## config.mk

```make
export PLATFORM = sky130hd
export DESIGN_NAME = owt_rx_top
export DESIGN_NICKNAME = d
export VERILOG_FILES = /design/src/hv/owt_rx_pkg.sv /design/src/hv/owt_sym_if.sv /design/src/hv/owt_symbol_timer.sv /design/src/hv/owt_mcst_decoder.sv /design/src/hv/owt_crc8_serial.sv /design/src/hv/owt_frame_fsm.sv /design/src/hv/owt_com_err_mon.sv /design/src/hv/owt_rx_top.sv
export SDC_FILE = /design/constraint.sdc
export NUM_CORES = 1
export LEC_CHECK = 0
export ABC_AREA = 1
export BUFFER_PORTS_ARGS = -buffer_cell sky130_fd_sc_hd__buf_2
export CORE_MARGIN = 1
export CORE_UTILIZATION = 30
export CTS_CLUSTER_DIAMETER = 100
export DETAILED_ROUTE_END_ITERATION = 10
export PLACE_DENSITY = 0.46
export SYNTH_ARGS = -nofsm -noshare
export SYNTH_HDL_FRONTEND = slang
export SYNTH_SLANG_ARGS = --single-unit
```

## constraint.sdc

```tcl
create_clock -name i_clk -period 7.2 [get_ports i_clk]
set_clock_uncertainty 0.15 [all_clocks]
set_input_delay 1.08 -clock i_clk [delete_from_list [all_inputs] [get_ports i_clk]]
set_output_delay 1.08 -clock i_clk [all_outputs]
set_load 0.01 [all_outputs]
```

## src/hv/owt_rx_pkg.sv

```systemverilog
// one-wire receiver shared definitions
// field widths, frame states, symbol classes and error-counter tables

package owt_rx_pkg;

    localparam int CMD_W      = 8;
    localparam int CRC_W      = 8;
    localparam int SYNC_EDGES = 8;
    localparam int ERR_CNT_W  = 4;

    // crc-8, msb first, zero seed
    localparam logic [CRC_W-1:0] CRC_POLY = 8'h07;

    // low command bits of a read that carries no data field
    localparam logic [CMD_W-2:0] SHORT_RD_CODE = 7'h7f;

    typedef enum logic [2:0] {
        IDLE,
        SYNC_HEAD,
        SYNC_TAIL,
        CMD,
        DATA,
        CRC,
        END_TAIL
    } owt_state_e;

    // interval length in units of T
    typedef enum logic [1:0] {
        NONE,
        ONE,
        TWO,
        THREE
    } sym_class_e;

    localparam logic [ERR_CNT_W-1:0] ERR_INIT = 4'd8;
    localparam logic [ERR_CNT_W-1:0] ERR_MAX  = 4'd15;

    // steps picked by config[3:2] and config[1:0]
    localparam logic [ERR_CNT_W-1:0] ERR_ADD_TBL [4] = '{4'd1, 4'd2, 4'd4, 4'd8};
    localparam logic [ERR_CNT_W-1:0] COR_SUB_TBL [4] = '{4'd1, 4'd2, 4'd4, 4'd8};

endpackage

```

## src/hv/owt_sym_if.sv

```systemverilog
// classed symbol and edge bus from the symbol timer to decoder and frame FSM

`timescale 1ns/1ps

interface owt_sym_if
    import owt_rx_pkg::*;
#(
    parameter int SYM_CNT_W = 8
) ();

    logic                 sym_vld;
    sym_class_e           sym_class;
    // running interval count, saturates on a stalled line
    logic [SYM_CNT_W-1:0] sym_len;
    logic                 rx_pos;
    logic                 rx_neg;

    modport timer   (output sym_vld, sym_class, sym_len, rx_pos, rx_neg);
    modport decoder (input sym_vld, sym_class, rx_pos, rx_neg);
    modport fsm     (input sym_len, rx_pos, rx_neg);

endinterface

```

## src/hv/owt_symbol_timer.sv

```systemverilog
// symbol timer: synchronises the line, finds its edges, learns the unit T
// from the preamble and classes every later interval as 1, 2 or 3 units

`timescale 1ns/1ps

module owt_symbol_timer
    import owt_rx_pkg::*;
#(
    parameter int SYM_CNT_W = 8
) (
    input  logic     i_clk,
    input  logic     i_rst_n,
    input  logic     i_rx,
    input  logic     i_idle,
    input  logic     i_train,
    owt_sym_if.timer sym
);

    localparam int TH_W = SYM_CNT_W + 2;

    logic [1:0]           rx_sync;
    logic                 rx_line_q;
    logic                 pos_q;
    logic                 neg_q;
    logic                 measuring;
    logic                 edge_seen;
    logic                 sym_vld_w;
    logic [SYM_CNT_W-1:0] len_cnt;
    logic [SYM_CNT_W-1:0] unit_q;
    logic [SYM_CNT_W:0]   len_sum;
    logic [TH_W-1:0]      half_unit;
    logic [TH_W-1:0]      one_up_th;
    logic [TH_W-1:0]      two_up_th;

    assign edge_seen = pos_q | neg_q;
    assign sym_vld_w = edge_seen & measuring;
    assign len_sum   = {1'b0, len_cnt} + {1'b0, unit_q};

    always_ff @(posedge i_clk or negedge i_rst_n) begin
        if (!i_rst_n) begin
            rx_sync   <= 2'b00;
            rx_line_q <= 1'b0;
            pos_q     <= 1'b0;
            neg_q     <= 1'b0;
            measuring <= 1'b0;
            len_cnt   <= '0;
            unit_q    <= '0;
        end else begin
            rx_sync   <= {rx_sync[0], i_rx};
            rx_line_q <= rx_sync[1];
            pos_q     <= rx_sync[1] & ~rx_line_q;
            neg_q     <= ~rx_sync[1] & rx_line_q;
            // first rising edge after idle opens the measurement
            if (pos_q) begin
                measuring <= 1'b1;
            end else if (i_idle) begin
                measuring <= 1'b0;
            end
            if (edge_seen) begin
                len_cnt <= SYM_CNT_W'(1);
            end else if (measuring && (len_cnt != '1)) begin
                len_cnt <= len_cnt + 1'b1;
            end
            // first preamble interval loads T, the rest are averaged in
            if (i_idle) begin
                unit_q <= '0;
            end else if (i_train && sym_vld_w) begin
                unit_q <= (unit_q == '0) ? len_cnt : len_sum[SYM_CNT_W:1];
            end
        end
    end

    // ========================================================================
    // interval classing at 1.5T and 2.5T
    // ========================================================================
    assign half_unit = ({2'b00, unit_q} + TH_W'(1)) >> 1;
    assign one_up_th = {2'b00, unit_q} + half_unit;
    assign two_up_th = {1'b0, unit_q, 1'b0} + half_unit;

    always_comb begin
        if (!sym_vld_w) begin
            sym.sym_class = NONE;
        end else if ({2'b00, len_cnt} <= one_up_th) begin
            sym.sym_class = ONE;
        end else if ({2'b00, len_cnt} <= two_up_th) begin
            sym.sym_class = TWO;
        end else begin
            sym.sym_class = THREE;
        end
    end

    assign sym.sym_vld = sym_vld_w;
    assign sym.sym_len = len_cnt;
    assign sym.rx_pos  = pos_q;
    assign sym.rx_neg  = neg_q;

endmodule

```

## src/hv/owt_mcst_decoder.sv

```systemverilog
// Manchester decoder: follows the bit phase over classed intervals and turns
// mid-bit edges into bits, flagging intervals that break the coding

`timescale 1ns/1ps

module owt_mcst_decoder
    import owt_rx_pkg::*;
(
    input  logic       i_clk,
    input  logic       i_rst_n,
    owt_sym_if.decoder sym,
    input  logic       i_active,
    input  logic       i_first,
    output logic       o_bit_vld,
    output logic       o_bit_val,
    output logic       o_code_err
);

    logic is_one;
    logic is_two;
    logic is_three;
    // set once the last edge sat in the middle of a bit
    logic mid_q;
    logic bit_hit;
    logic bad_code;

    assign is_one   = sym.sym_vld && (sym.sym_class == ONE);
    assign is_two   = sym.sym_vld && (sym.sym_class == TWO);
    assign is_three = sym.sym_vld && (sym.sym_class == THREE);

    // long intervals from a boundary are only legal right after the tail
    assign bad_code = i_active && ((!mid_q && !i_first && (is_two || is_three)) ||
                                   (is_three && sym.rx_neg));
    assign bit_hit  = i_active && !bad_code && ((is_one && !mid_q) || (is_two && mid_q) ||
                                                (is_three && sym.rx_pos));

    always_ff @(posedge i_clk or negedge i_rst_n) begin
        if (!i_rst_n) begin
            mid_q      <= 1'b0;
            o_bit_vld  <= 1'b0;
            o_code_err <= 1'b0;
        end else begin
            o_bit_vld  <= bit_hit;
            o_code_err <= bad_code;
            if (!i_active) begin
                mid_q <= 1'b0;
            end else if (is_one) begin
                mid_q <= !mid_q;
            end else if (is_three && sym.rx_pos) begin
                mid_q <= 1'b1;
            end
        end
    end

    // falling mid-bit edge is a 1
    always_ff @(posedge i_clk) begin
        if (bit_hit) begin
            o_bit_val <= sym.rx_neg;
        end
    end

endmodule

```

## src/hv/owt_crc8_serial.sv

```systemverilog
// bit-serial CRC-8 generator, msb first

`timescale 1ns/1ps

module owt_crc8_serial
    import owt_rx_pkg::*;
(
    input  logic             i_clk,
    input  logic             i_rst_n,
    input  logic             i_start,
    input  logic             i_vld,
    input  logic             i_bit,
    output logic [CRC_W-1:0] o_crc
);

    logic [CRC_W-1:0] crc_seed;
    logic             feedback;

    // start restarts from zero together with the first bit
    assign crc_seed = i_start ? '0 : o_crc;
    assign feedback = crc_seed[CRC_W-1] ^ i_bit;

    always_ff @(posedge i_clk or negedge i_rst_n) begin
        if (!i_rst_n) begin
            o_crc <= '0;
        end else if (i_vld) begin
            o_crc <= {crc_seed[CRC_W-2:0], 1'b0} ^ (feedback ? CRC_POLY : '0);
        end
    end

endmodule

```

## src/hv/owt_frame_fsm.sv

```systemverilog
// frame FSM: walks preamble, tail and the command, data and crc fields,
// shifts the field bits, runs the frame timeout and reports each frame

`timescale 1ns/1ps

module owt_frame_fsm
    import owt_rx_pkg::*;
#(
    parameter int DATA_W     = 16,
    parameter int RX_TMO_CYC = 4000
) (
    input  logic              i_clk,
    input  logic              i_rst_n,
    owt_sym_if.fsm            sym,
    input  logic              i_bit_vld,
    input  logic              i_bit_val,
    input  logic              i_code_err,
    output logic              o_idle,
    output logic              o_train,
    output logic              o_active,
    output logic              o_first,
    output logic              o_rx_vld,
    output logic              o_rx_status,
    output logic              o_rst_wdg,
    output logic [CMD_W-1:0]  o_rx_cmd,
    output logic [DATA_W-1:0] o_rx_data,
    output logic [CRC_W-1:0]  o_rx_crc
);

    localparam int CNT_MAX = (DATA_W > SYNC_EDGES) ? DATA_W : SYNC_EDGES;
    localparam int CNT_W   = $clog2(CNT_MAX + 1);
    localparam int TMO_W   = $clog2(RX_TMO_CYC + 1);

    owt_state_e       state_q;
    owt_state_e       field_nxt;
    logic [CNT_W-1:0] cnt_q;
    logic [TMO_W-1:0] tmo_cnt;
    logic [CMD_W-1:0] cmd_shift;
    logic [CRC_W-1:0] crc_calc;
    logic             field_last;
    logic             short_rd;
    logic             tmo_hit;
    logic             line_stall;
    logic             abort;
    logic             finish;
    logic             crc_ok;

    assign cmd_shift  = {o_rx_cmd[CMD_W-2:0], i_bit_val};
    assign short_rd   = !cmd_shift[CMD_W-1] && (cmd_shift[CMD_W-2:0] == SHORT_RD_CODE);
    assign tmo_hit    = (tmo_cnt == TMO_W'(RX_TMO_CYC - 1));
    // symbol counter ran out, the line has stopped mid-frame
    assign line_stall = (sym.sym_len == '1);
    assign abort      = (state_q != IDLE) && (i_code_err || tmo_hit || line_stall);
    assign finish     = (state_q == END_TAIL) && sym.rx_neg;
    assign crc_ok     = (crc_calc == o_rx_crc);

    always_comb begin
        field_last = 1'b0;
        field_nxt  = IDLE;
        case (state_q)
            CMD: begin
                field_last = (cnt_q == CNT_W'(CMD_W - 1));
                field_nxt  = short_rd ? CRC : DATA;
            end
            DATA: begin
                field_last = (cnt_q == CNT_W'(DATA_W - 1));
                field_nxt  = CRC;
            end
            CRC: begin
                field_last = (cnt_q == CNT_W'(CRC_W - 1));
                field_nxt  = END_TAIL;
            end
            default: field_nxt = IDLE;
        endcase
    end

    // ========================================================================
    // state, edge and bit counter, frame timeout
    // ========================================================================
    always_ff @(posedge i_clk or negedge i_rst_n) begin
        if (!i_rst_n) begin
            state_q <= IDLE;
            cnt_q   <= '0;
            tmo_cnt <= '0;
        end else begin
            tmo_cnt <= (state_q == IDLE) ? '0 : tmo_cnt + 1'b1;
            if (abort) begin
                state_q <= IDLE;
                cnt_q   <= '0;
            end else begin
                case (state_q)
                    IDLE: begin
                        if (sym.rx_pos) begin
                            state_q <= SYNC_HEAD;
                            cnt_q   <= CNT_W'(1);
                        end
                    end
                    // the rise after the last preamble edge opens the tail
                    SYNC_HEAD: begin
                        if (sym.rx_pos && (cnt_q == CNT_W'(SYNC_EDGES))) begin
                            state_q <= SYNC_TAIL;
                            cnt_q   <= '0;
                        end else if (sym.rx_pos) begin
                            cnt_q <= cnt_q + 1'b1;
                        end
                    end
                    SYNC_TAIL: begin
                        if (sym.rx_neg) begin
                            state_q <= CMD;
                        end
                    end
                    CMD, DATA, CRC: begin
                        if (i_bit_vld && field_last) begin
                            state_q <= field_nxt;
                            cnt_q   <= '0;
                        end else if (i_bit_vld) begin
                            cnt_q <= cnt_q + 1'b1;
                        end
                    end
                    END_TAIL: begin
                        if (sym.rx_neg) begin
                            state_q <= IDLE;
                        end
                    end
                    default: state_q <= IDLE;
                endcase
            end
        end
    end

    always_ff @(posedge i_clk) begin
        if (i_bit_vld) begin
            case (state_q)
                CMD:     o_rx_cmd  <= cmd_shift;
                DATA:    o_rx_data <= {o_rx_data[DATA_W-2:0], i_bit_val};
                CRC:     o_rx_crc  <= {o_rx_crc[CRC_W-2:0], i_bit_val};
                default: ;
            endcase
        end
    end

    // crc runs over command and data bits
    owt_crc8_serial u_crc (
        .i_clk   (i_clk),
        .i_rst_n (i_rst_n),
        .i_start (i_bit_vld && o_first),
        .i_vld   (i_bit_vld && ((state_q == CMD) || (state_q == DATA))),
        .i_bit   (i_bit_val),
        .o_crc   (crc_calc)
    );

    always_ff @(posedge i_clk or negedge i_rst_n) begin
        if (!i_rst_n) begin
            o_rx_vld    <= 1'b0;
            o_rx_status <= 1'b0;
            o_rst_wdg   <= 1'b0;
        end else begin
            o_rx_vld  <= abort || finish;
            o_rst_wdg <= finish && !abort && crc_ok;
            if (abort || finish) begin
                o_rx_status <= abort || !crc_ok;
            end
        end
    end

    // edge count stays within 1 to SYNC_EDGES while in the preamble
    assign o_idle   = (state_q == IDLE);
    assign o_train  = (state_q == SYNC_HEAD);
    assign o_active = (state_q == CMD) || (state_q == DATA) || (state_q == CRC);
    assign o_first  = (state_q == CMD) && (cnt_q == '0);

endmodule

```

## src/hv/owt_com_err_mon.sv

```systemverilog
// communication-error monitor: saturating counter stepped by frame results,
// compared against a mode-dependent level

`timescale 1ns/1ps

module owt_com_err_mon
    import owt_rx_pkg::*;
(
    input  logic       i_clk,
    input  logic       i_rst_n,
    input  logic       i_done,
    input  logic       i_status,
    input  logic       i_mode,
    input  logic [3:0] i_config,
    output logic       o_com_err
);

    logic [ERR_CNT_W-1:0] err_cnt;
    logic [ERR_CNT_W-1:0] cnt_nxt;
    logic [ERR_CNT_W-1:0] add_step;
    logic [ERR_CNT_W-1:0] sub_step;
    logic [ERR_CNT_W:0]   cnt_sum;

    assign add_step = ERR_ADD_TBL[i_config[3:2]];
    assign sub_step = COR_SUB_TBL[i_config[1:0]];
    assign cnt_sum  = {1'b0, err_cnt} + {1'b0, add_step};

    always_comb begin
        cnt_nxt = err_cnt;
        if (i_done && i_status) begin
            cnt_nxt = (cnt_sum >= {1'b0, ERR_MAX}) ? ERR_MAX : cnt_sum[ERR_CNT_W-1:0];
        end else if (i_done) begin
            cnt_nxt = (sub_step >= err_cnt) ? '0 : err_cnt - sub_step;
        end
    end

    // mode 1 flags an empty counter, mode 0 a count at or above the add step
    always_ff @(posedge i_clk or negedge i_rst_n) begin
        if (!i_rst_n) begin
            err_cnt   <= ERR_INIT;
            o_com_err <= 1'b1;
        end else begin
            err_cnt   <= cnt_nxt;
            o_com_err <= i_mode ? (cnt_nxt == '0) : (cnt_nxt >= add_step);
        end
    end

endmodule

```

## src/hv/owt_rx_top.sv

```systemverilog
// one-wire Manchester command receiver, top level
// symbol timer, decoder, frame FSM and communication-error monitor

`timescale 1ns/1ps

module owt_rx_top
    import owt_rx_pkg::*;
#(
    parameter int DATA_W     = 16,
    parameter int SYM_CNT_W  = 8,
    parameter int RX_TMO_CYC = 4000
) (
    input  logic              i_clk,
    input  logic              i_rst_n,
    input  logic              i_rx,
    input  logic              i_comerr_mode,
    input  logic [3:0]        i_comerr_config,
    output logic              o_rx_vld,
    output logic              o_rx_status,
    output logic [CMD_W-1:0]  o_rx_cmd,
    output logic [DATA_W-1:0] o_rx_data,
    output logic [CRC_W-1:0]  o_rx_crc,
    output logic              o_rst_wdg,
    output logic              o_com_err
);

    logic fsm_idle;
    logic fsm_train;
    logic fsm_active;
    logic fsm_first;
    logic bit_vld;
    logic bit_val;
    logic code_err;

    owt_sym_if #(.SYM_CNT_W(SYM_CNT_W)) sym_bus ();

    owt_symbol_timer #(.SYM_CNT_W(SYM_CNT_W)) u_timer (
        .i_clk   (i_clk),
        .i_rst_n (i_rst_n),
        .i_rx    (i_rx),
        .i_idle  (fsm_idle),
        .i_train (fsm_train),
        .sym     (sym_bus.timer)
    );

    owt_mcst_decoder u_decoder (
        .i_clk      (i_clk),
        .i_rst_n    (i_rst_n),
        .sym        (sym_bus.decoder),
        .i_active   (fsm_active),
        .i_first    (fsm_first),
        .o_bit_vld  (bit_vld),
        .o_bit_val  (bit_val),
        .o_code_err (code_err)
    );

    owt_frame_fsm #(
        .DATA_W     (DATA_W),
        .RX_TMO_CYC (RX_TMO_CYC)
    ) u_fsm (
        .i_clk       (i_clk),
        .i_rst_n     (i_rst_n),
        .sym         (sym_bus.fsm),
        .i_bit_vld   (bit_vld),
        .i_bit_val   (bit_val),
        .i_code_err  (code_err),
        .o_idle      (fsm_idle),
        .o_train     (fsm_train),
        .o_active    (fsm_active),
        .o_first     (fsm_first),
        .o_rx_vld    (o_rx_vld),
        .o_rx_status (o_rx_status),
        .o_rst_wdg   (o_rst_wdg),
        .o_rx_cmd    (o_rx_cmd),
        .o_rx_data   (o_rx_data),
        .o_rx_crc    (o_rx_crc)
    );

    owt_com_err_mon u_err_mon (
        .i_clk     (i_clk),
        .i_rst_n   (i_rst_n),
        .i_done    (o_rx_vld),
        .i_status  (o_rx_status),
        .i_mode    (i_comerr_mode),
        .i_config  (i_comerr_config),
        .o_com_err (o_com_err)
    );

endmodule

```

==> metrics.md <==
| Metric | Value |
|---|---|
| Hold path cells | `0` |
| Tightest Hold Check Type | `flip-flop to flip-flop` |
| Clock Tree Buf Depth | `2` |
| Die Span Y | `about 140 um` |
| CP Capture Type | `flip-flop` |
| First-pass DRT Iterations | `4` |
| Post-cts sizing count | `0` |
| CP max stage delay | `between 0.5 and 0.6 ns` |
| Port Buffers | `43` |
| Cell row count | `51` |
| Reg-to-reg slack, setup | `2.79 ns` |
| Area Overhead vs Synth | `13.7%` |
| GPL Wtd Cong | `0.834` |
| Worst reg-to-reg path cell count | `28` |
| Vias in the first global route | `between 4000 and 5000` |
| Gr ovfl total | `0` |
| Hold-fix buffers, CTS | `0` |
| Mean post-synth cell area | `around 8.5 um2` |
| Cell mode on critical path | `nor2_1` |
| First-pass GRT wire length | `22.8 mm` |
| Post-CTS setup buffers | `0` |
| Total GRT Usage | `14.1%` |
| Detail Placement HPWL | `10.6 mm` |
| Sequential-to-total area share from yosys stat | `41.7%` |
| Die width | `144 um` |
| Vias | `4799` |
| Most frequent cells in the layout | `nand2_1 (131), inv_1 (98), nor2_1 (62)` |
| Crit Reg-Reg Startpoint | `u_timer.unit_q[1]$_DFFE_PN0P_` |
| CP startpoint kind | `flip-flop` |
| Distinct cell type count of the synthesized netlist | `43` |
| Worst slack at placement | `around 2.8 ns` |
| CP arrival | `4.31 ns` |
| Synth warn | `0` |
| Post-Syn Area | `between 6000 and 7000 um2` |
| P_leak | `3.30 nW` |
| Worst Max-Slew Pin Slew | `0.898 ns` |
| H-Tree Depth | `3` |
| Async set-reset flop share out of synthesis | `64.9%` |
| Wire per inst | `13.1 um` |
| # setup viols final | `0` |
| Detailed Route Iter0 Violations | `202` |
| Largest net degree at the start of global routing | `62` |
| Worst Setup SP | `u_timer.unit_q[1]$_DFFE_PN0P_` |
| Fin. max-slew vios | `0` |
| Initial core utilization | `30.8%` |
| Post-route DRC | `0` |
| Reg-to-reg endpoint | `u_decoder.o_bit_val$_DFFE_PP_` |
| Yosys reg bits | `94` |
| Most common cell after layout, fill and taps aside | `nand2_1` |
| Fin crit share | `61.2%` |
| Achievable frequency | `0.227 GHz` |
| Syn nets | `778` |
| Initial antenna violation count | `0` |
| Top Ports | `44` |
| Final Critical Period | `4.41 ns` |
| Root Driver | `clkbuf_16` |
| Total Power | `2.39 mW` |
| Antenna Violating Nets Remaining | `0` |
| Worst skew pair latency | `0.35 ns` |
| Worst relative slew slack | `around two fifths` |
| RSZ-0062 raised after global routing | `false` |
| Post-layout nets | `just over 800` |
| Layout cells sized above 1 | `13.6%` |
| Power density cells | `348 nW/um2` |
| Ys flop type | `dfrtp_1` |
| Post-Route WL | `13.5 mm` |
| CTS Buf Count | `9` |
| MaxCap Viol Count | `0` |
| Worst VDD drop | `between 0.1 and 0.15 mV` |
| Count of mapped cells out of synthesis | `709` |
| Final hold vios | `0` |
| Worst-path clk slew | `0.07 ns` |
| Crit path max-delay cell type | `dfrtp_1` |
| Core area | `19600 um2` |
| Drt via density | `4.65` |
| Status | `complete, no violations` |
| CTS tree | `done` |
| Post-synth EDFFs | `33` |
| Setup WS post-layout | `2.79 ns` |
| CTS sink cnt | `94` |
| Die ar. | `20700 um2` |
| Worst Setup EP | `u_decoder.o_bit_val$_DFFE_PP_` |
| Crit-path max FO | `7` |
| Sum Neg Setup Slack | `0 ns` |
| Fillers | `2032` |
| Crit path kind | `flip-flop to flip-flop` |
| Crit path required time | `7.10 ns` |
| Antenna fix cells | `0` |
## state kept, by name (all words and copies together), names as in the netlist, 2 cells and up
| name | count |
|---|---|
| u_fsm.o_rx_data | 16 |
| u_fsm.tmo_cnt | 12 |
| u_fsm.o_rx_cmd | 8 |
| u_fsm.o_rx_crc | 8 |
| u_fsm.u_crc.o_crc | 8 |
| u_timer.sym.sym_len | 8 |
| u_timer.unit_q | 8 |
| u_fsm.cnt_q | 5 |
| u_err_mon.err_cnt | 4 |
| u_fsm.state_q | 3 |
| u_timer.rx_sync | 2 |
## stage by stage
step | cell area, um2 | cells | utilization [%] | hold slack, ns
floorplan | 6040 | 709 | - | 0.181
CTS | 6860 | 1031 | 35.0 | 0.205
global placement | 6570 | 1015 | 33.5 | 0.193
detailed placement | 6570 | 1015 | 33.5 | 0.188
global route | 6860 | 1031 | 35.0 | 0.235
finish | 6860 | 1031 | 35.0 | 0.202
## per-layer routing
metal | track usage, % | up-vias | share of wire [%]
li1 | - | 2453 | -
met1 | 18.2 | 2271 | 49
met2 | 23.3 | 59 | 46
met3 | 2.43 | 16 | 2.8
met4 | 5.32 | 0 | 1.7
met5 | 0 | - | 0
## critical path, delay by kind of cell, from the launching register on
family	cells	cell delay (ns)
AOI/OAI and AO/OA	4	0.50
xor gates and xnor gates	1	0.17
adders and majority gates	2	0.53
buffers and inverters	5	0.49
DFF	1	0.53
and+or+nand+nor	16	1.74
## cell type report
type	count	area, um2	share of cell area, %
sequential	94	2520	36.7
clock buffer	10	229	3.34
clock inverter	6	70.1	1.02
inverter	108	408	5.94
tap	265	332	4.83
timing repair buffer	44	223	3.24
multi-input combinational	504	3080	44.9
## worst min-delay path by stage
stage / start / end
after floorplan: u_timer.rx_sync[0]$_DFF_PN0_ / u_timer.rx_sync[1]$_DFF_PN0_
after global placement: u_timer.rx_sync[0]$_DFF_PN0_ / u_timer.rx_sync[1]$_DFF_PN0_
after detailed placement: u_timer.rx_sync[0]$_DFF_PN0_ / u_timer.rx_sync[1]$_DFF_PN0_
after CTS: u_timer.rx_sync[0]$_DFF_PN0_ / u_timer.rx_sync[1]$_DFF_PN0_
after global routing: u_timer.rx_sync[0]$_DFF_PN0_ / u_timer.rx_sync[1]$_DFF_PN0_
final: u_timer.rx_sync[0]$_DFF_PN0_ / u_timer.rx_sync[1]$_DFF_PN0_
## Yosys cell counts (2+ instances only)
cell type	number	area, um2
nand2_1	131	492
inv_1	98	368
nor2_1	62	233
dfrtp_1	59	1480
ha_1	56	701
nand3_1	48	240
a21oi_1	44	220
o21ai_0	34	170
edfxtp_1	33	991
xor2_1	25	219
nor3_1	11	55.1
o21ai_1	11	55.1
inv_2	9	33.8
xnor2_1	9	78.8
nor2_2	8	50.1
nand2_2	7	43.8
nand4_1	7	43.8
fa_1	5	100
o211ai_1	5	37.5
o21bai_1	5	37.5
a21oi_2	3	26.3
a31oi_1	3	18.8
o21ai_2	3	26.3
or2_2	3	18.8
a21boi_0	2	15.0
a221oi_1	2	17.5
buf_6	2	22.5
dfstp_2	2	52.6
nand2_4	2	22.5
nand3_2	2	20.0
nand3b_2	2	22.5
nor2_4	2	22.5
nor4_1	2	12.5
o21a_1	2	15.0
o31ai_1	2	15.0
## power breakdown
part           switching (mW)  internal, mW  leakage (nW)
Combinational           0.705         0.413          2.06
Clock                   0.213         0.272         0.147
Sequential              0.125         0.659          1.09
Total                    1.04          1.34          3.30
## logic make-up (layout without fill, tap and decap cells)
| family | Yosys count | count (layout) | synth area share, % |
|---|---|---|---|
| simple gates | 291 | 291 | 21.8 |
| compound gates | 118 | 118 | 11.1 |
| buf+inv | 111 | 168 | 7.19 |
| flops | 94 | 94 | 41.7 |
| fa+ha+maj | 61 | 61 | 13.3 |
| xor+xnor | 34 | 34 | 4.93 |
Note: power is estimated with default switching activity, not from simulation.
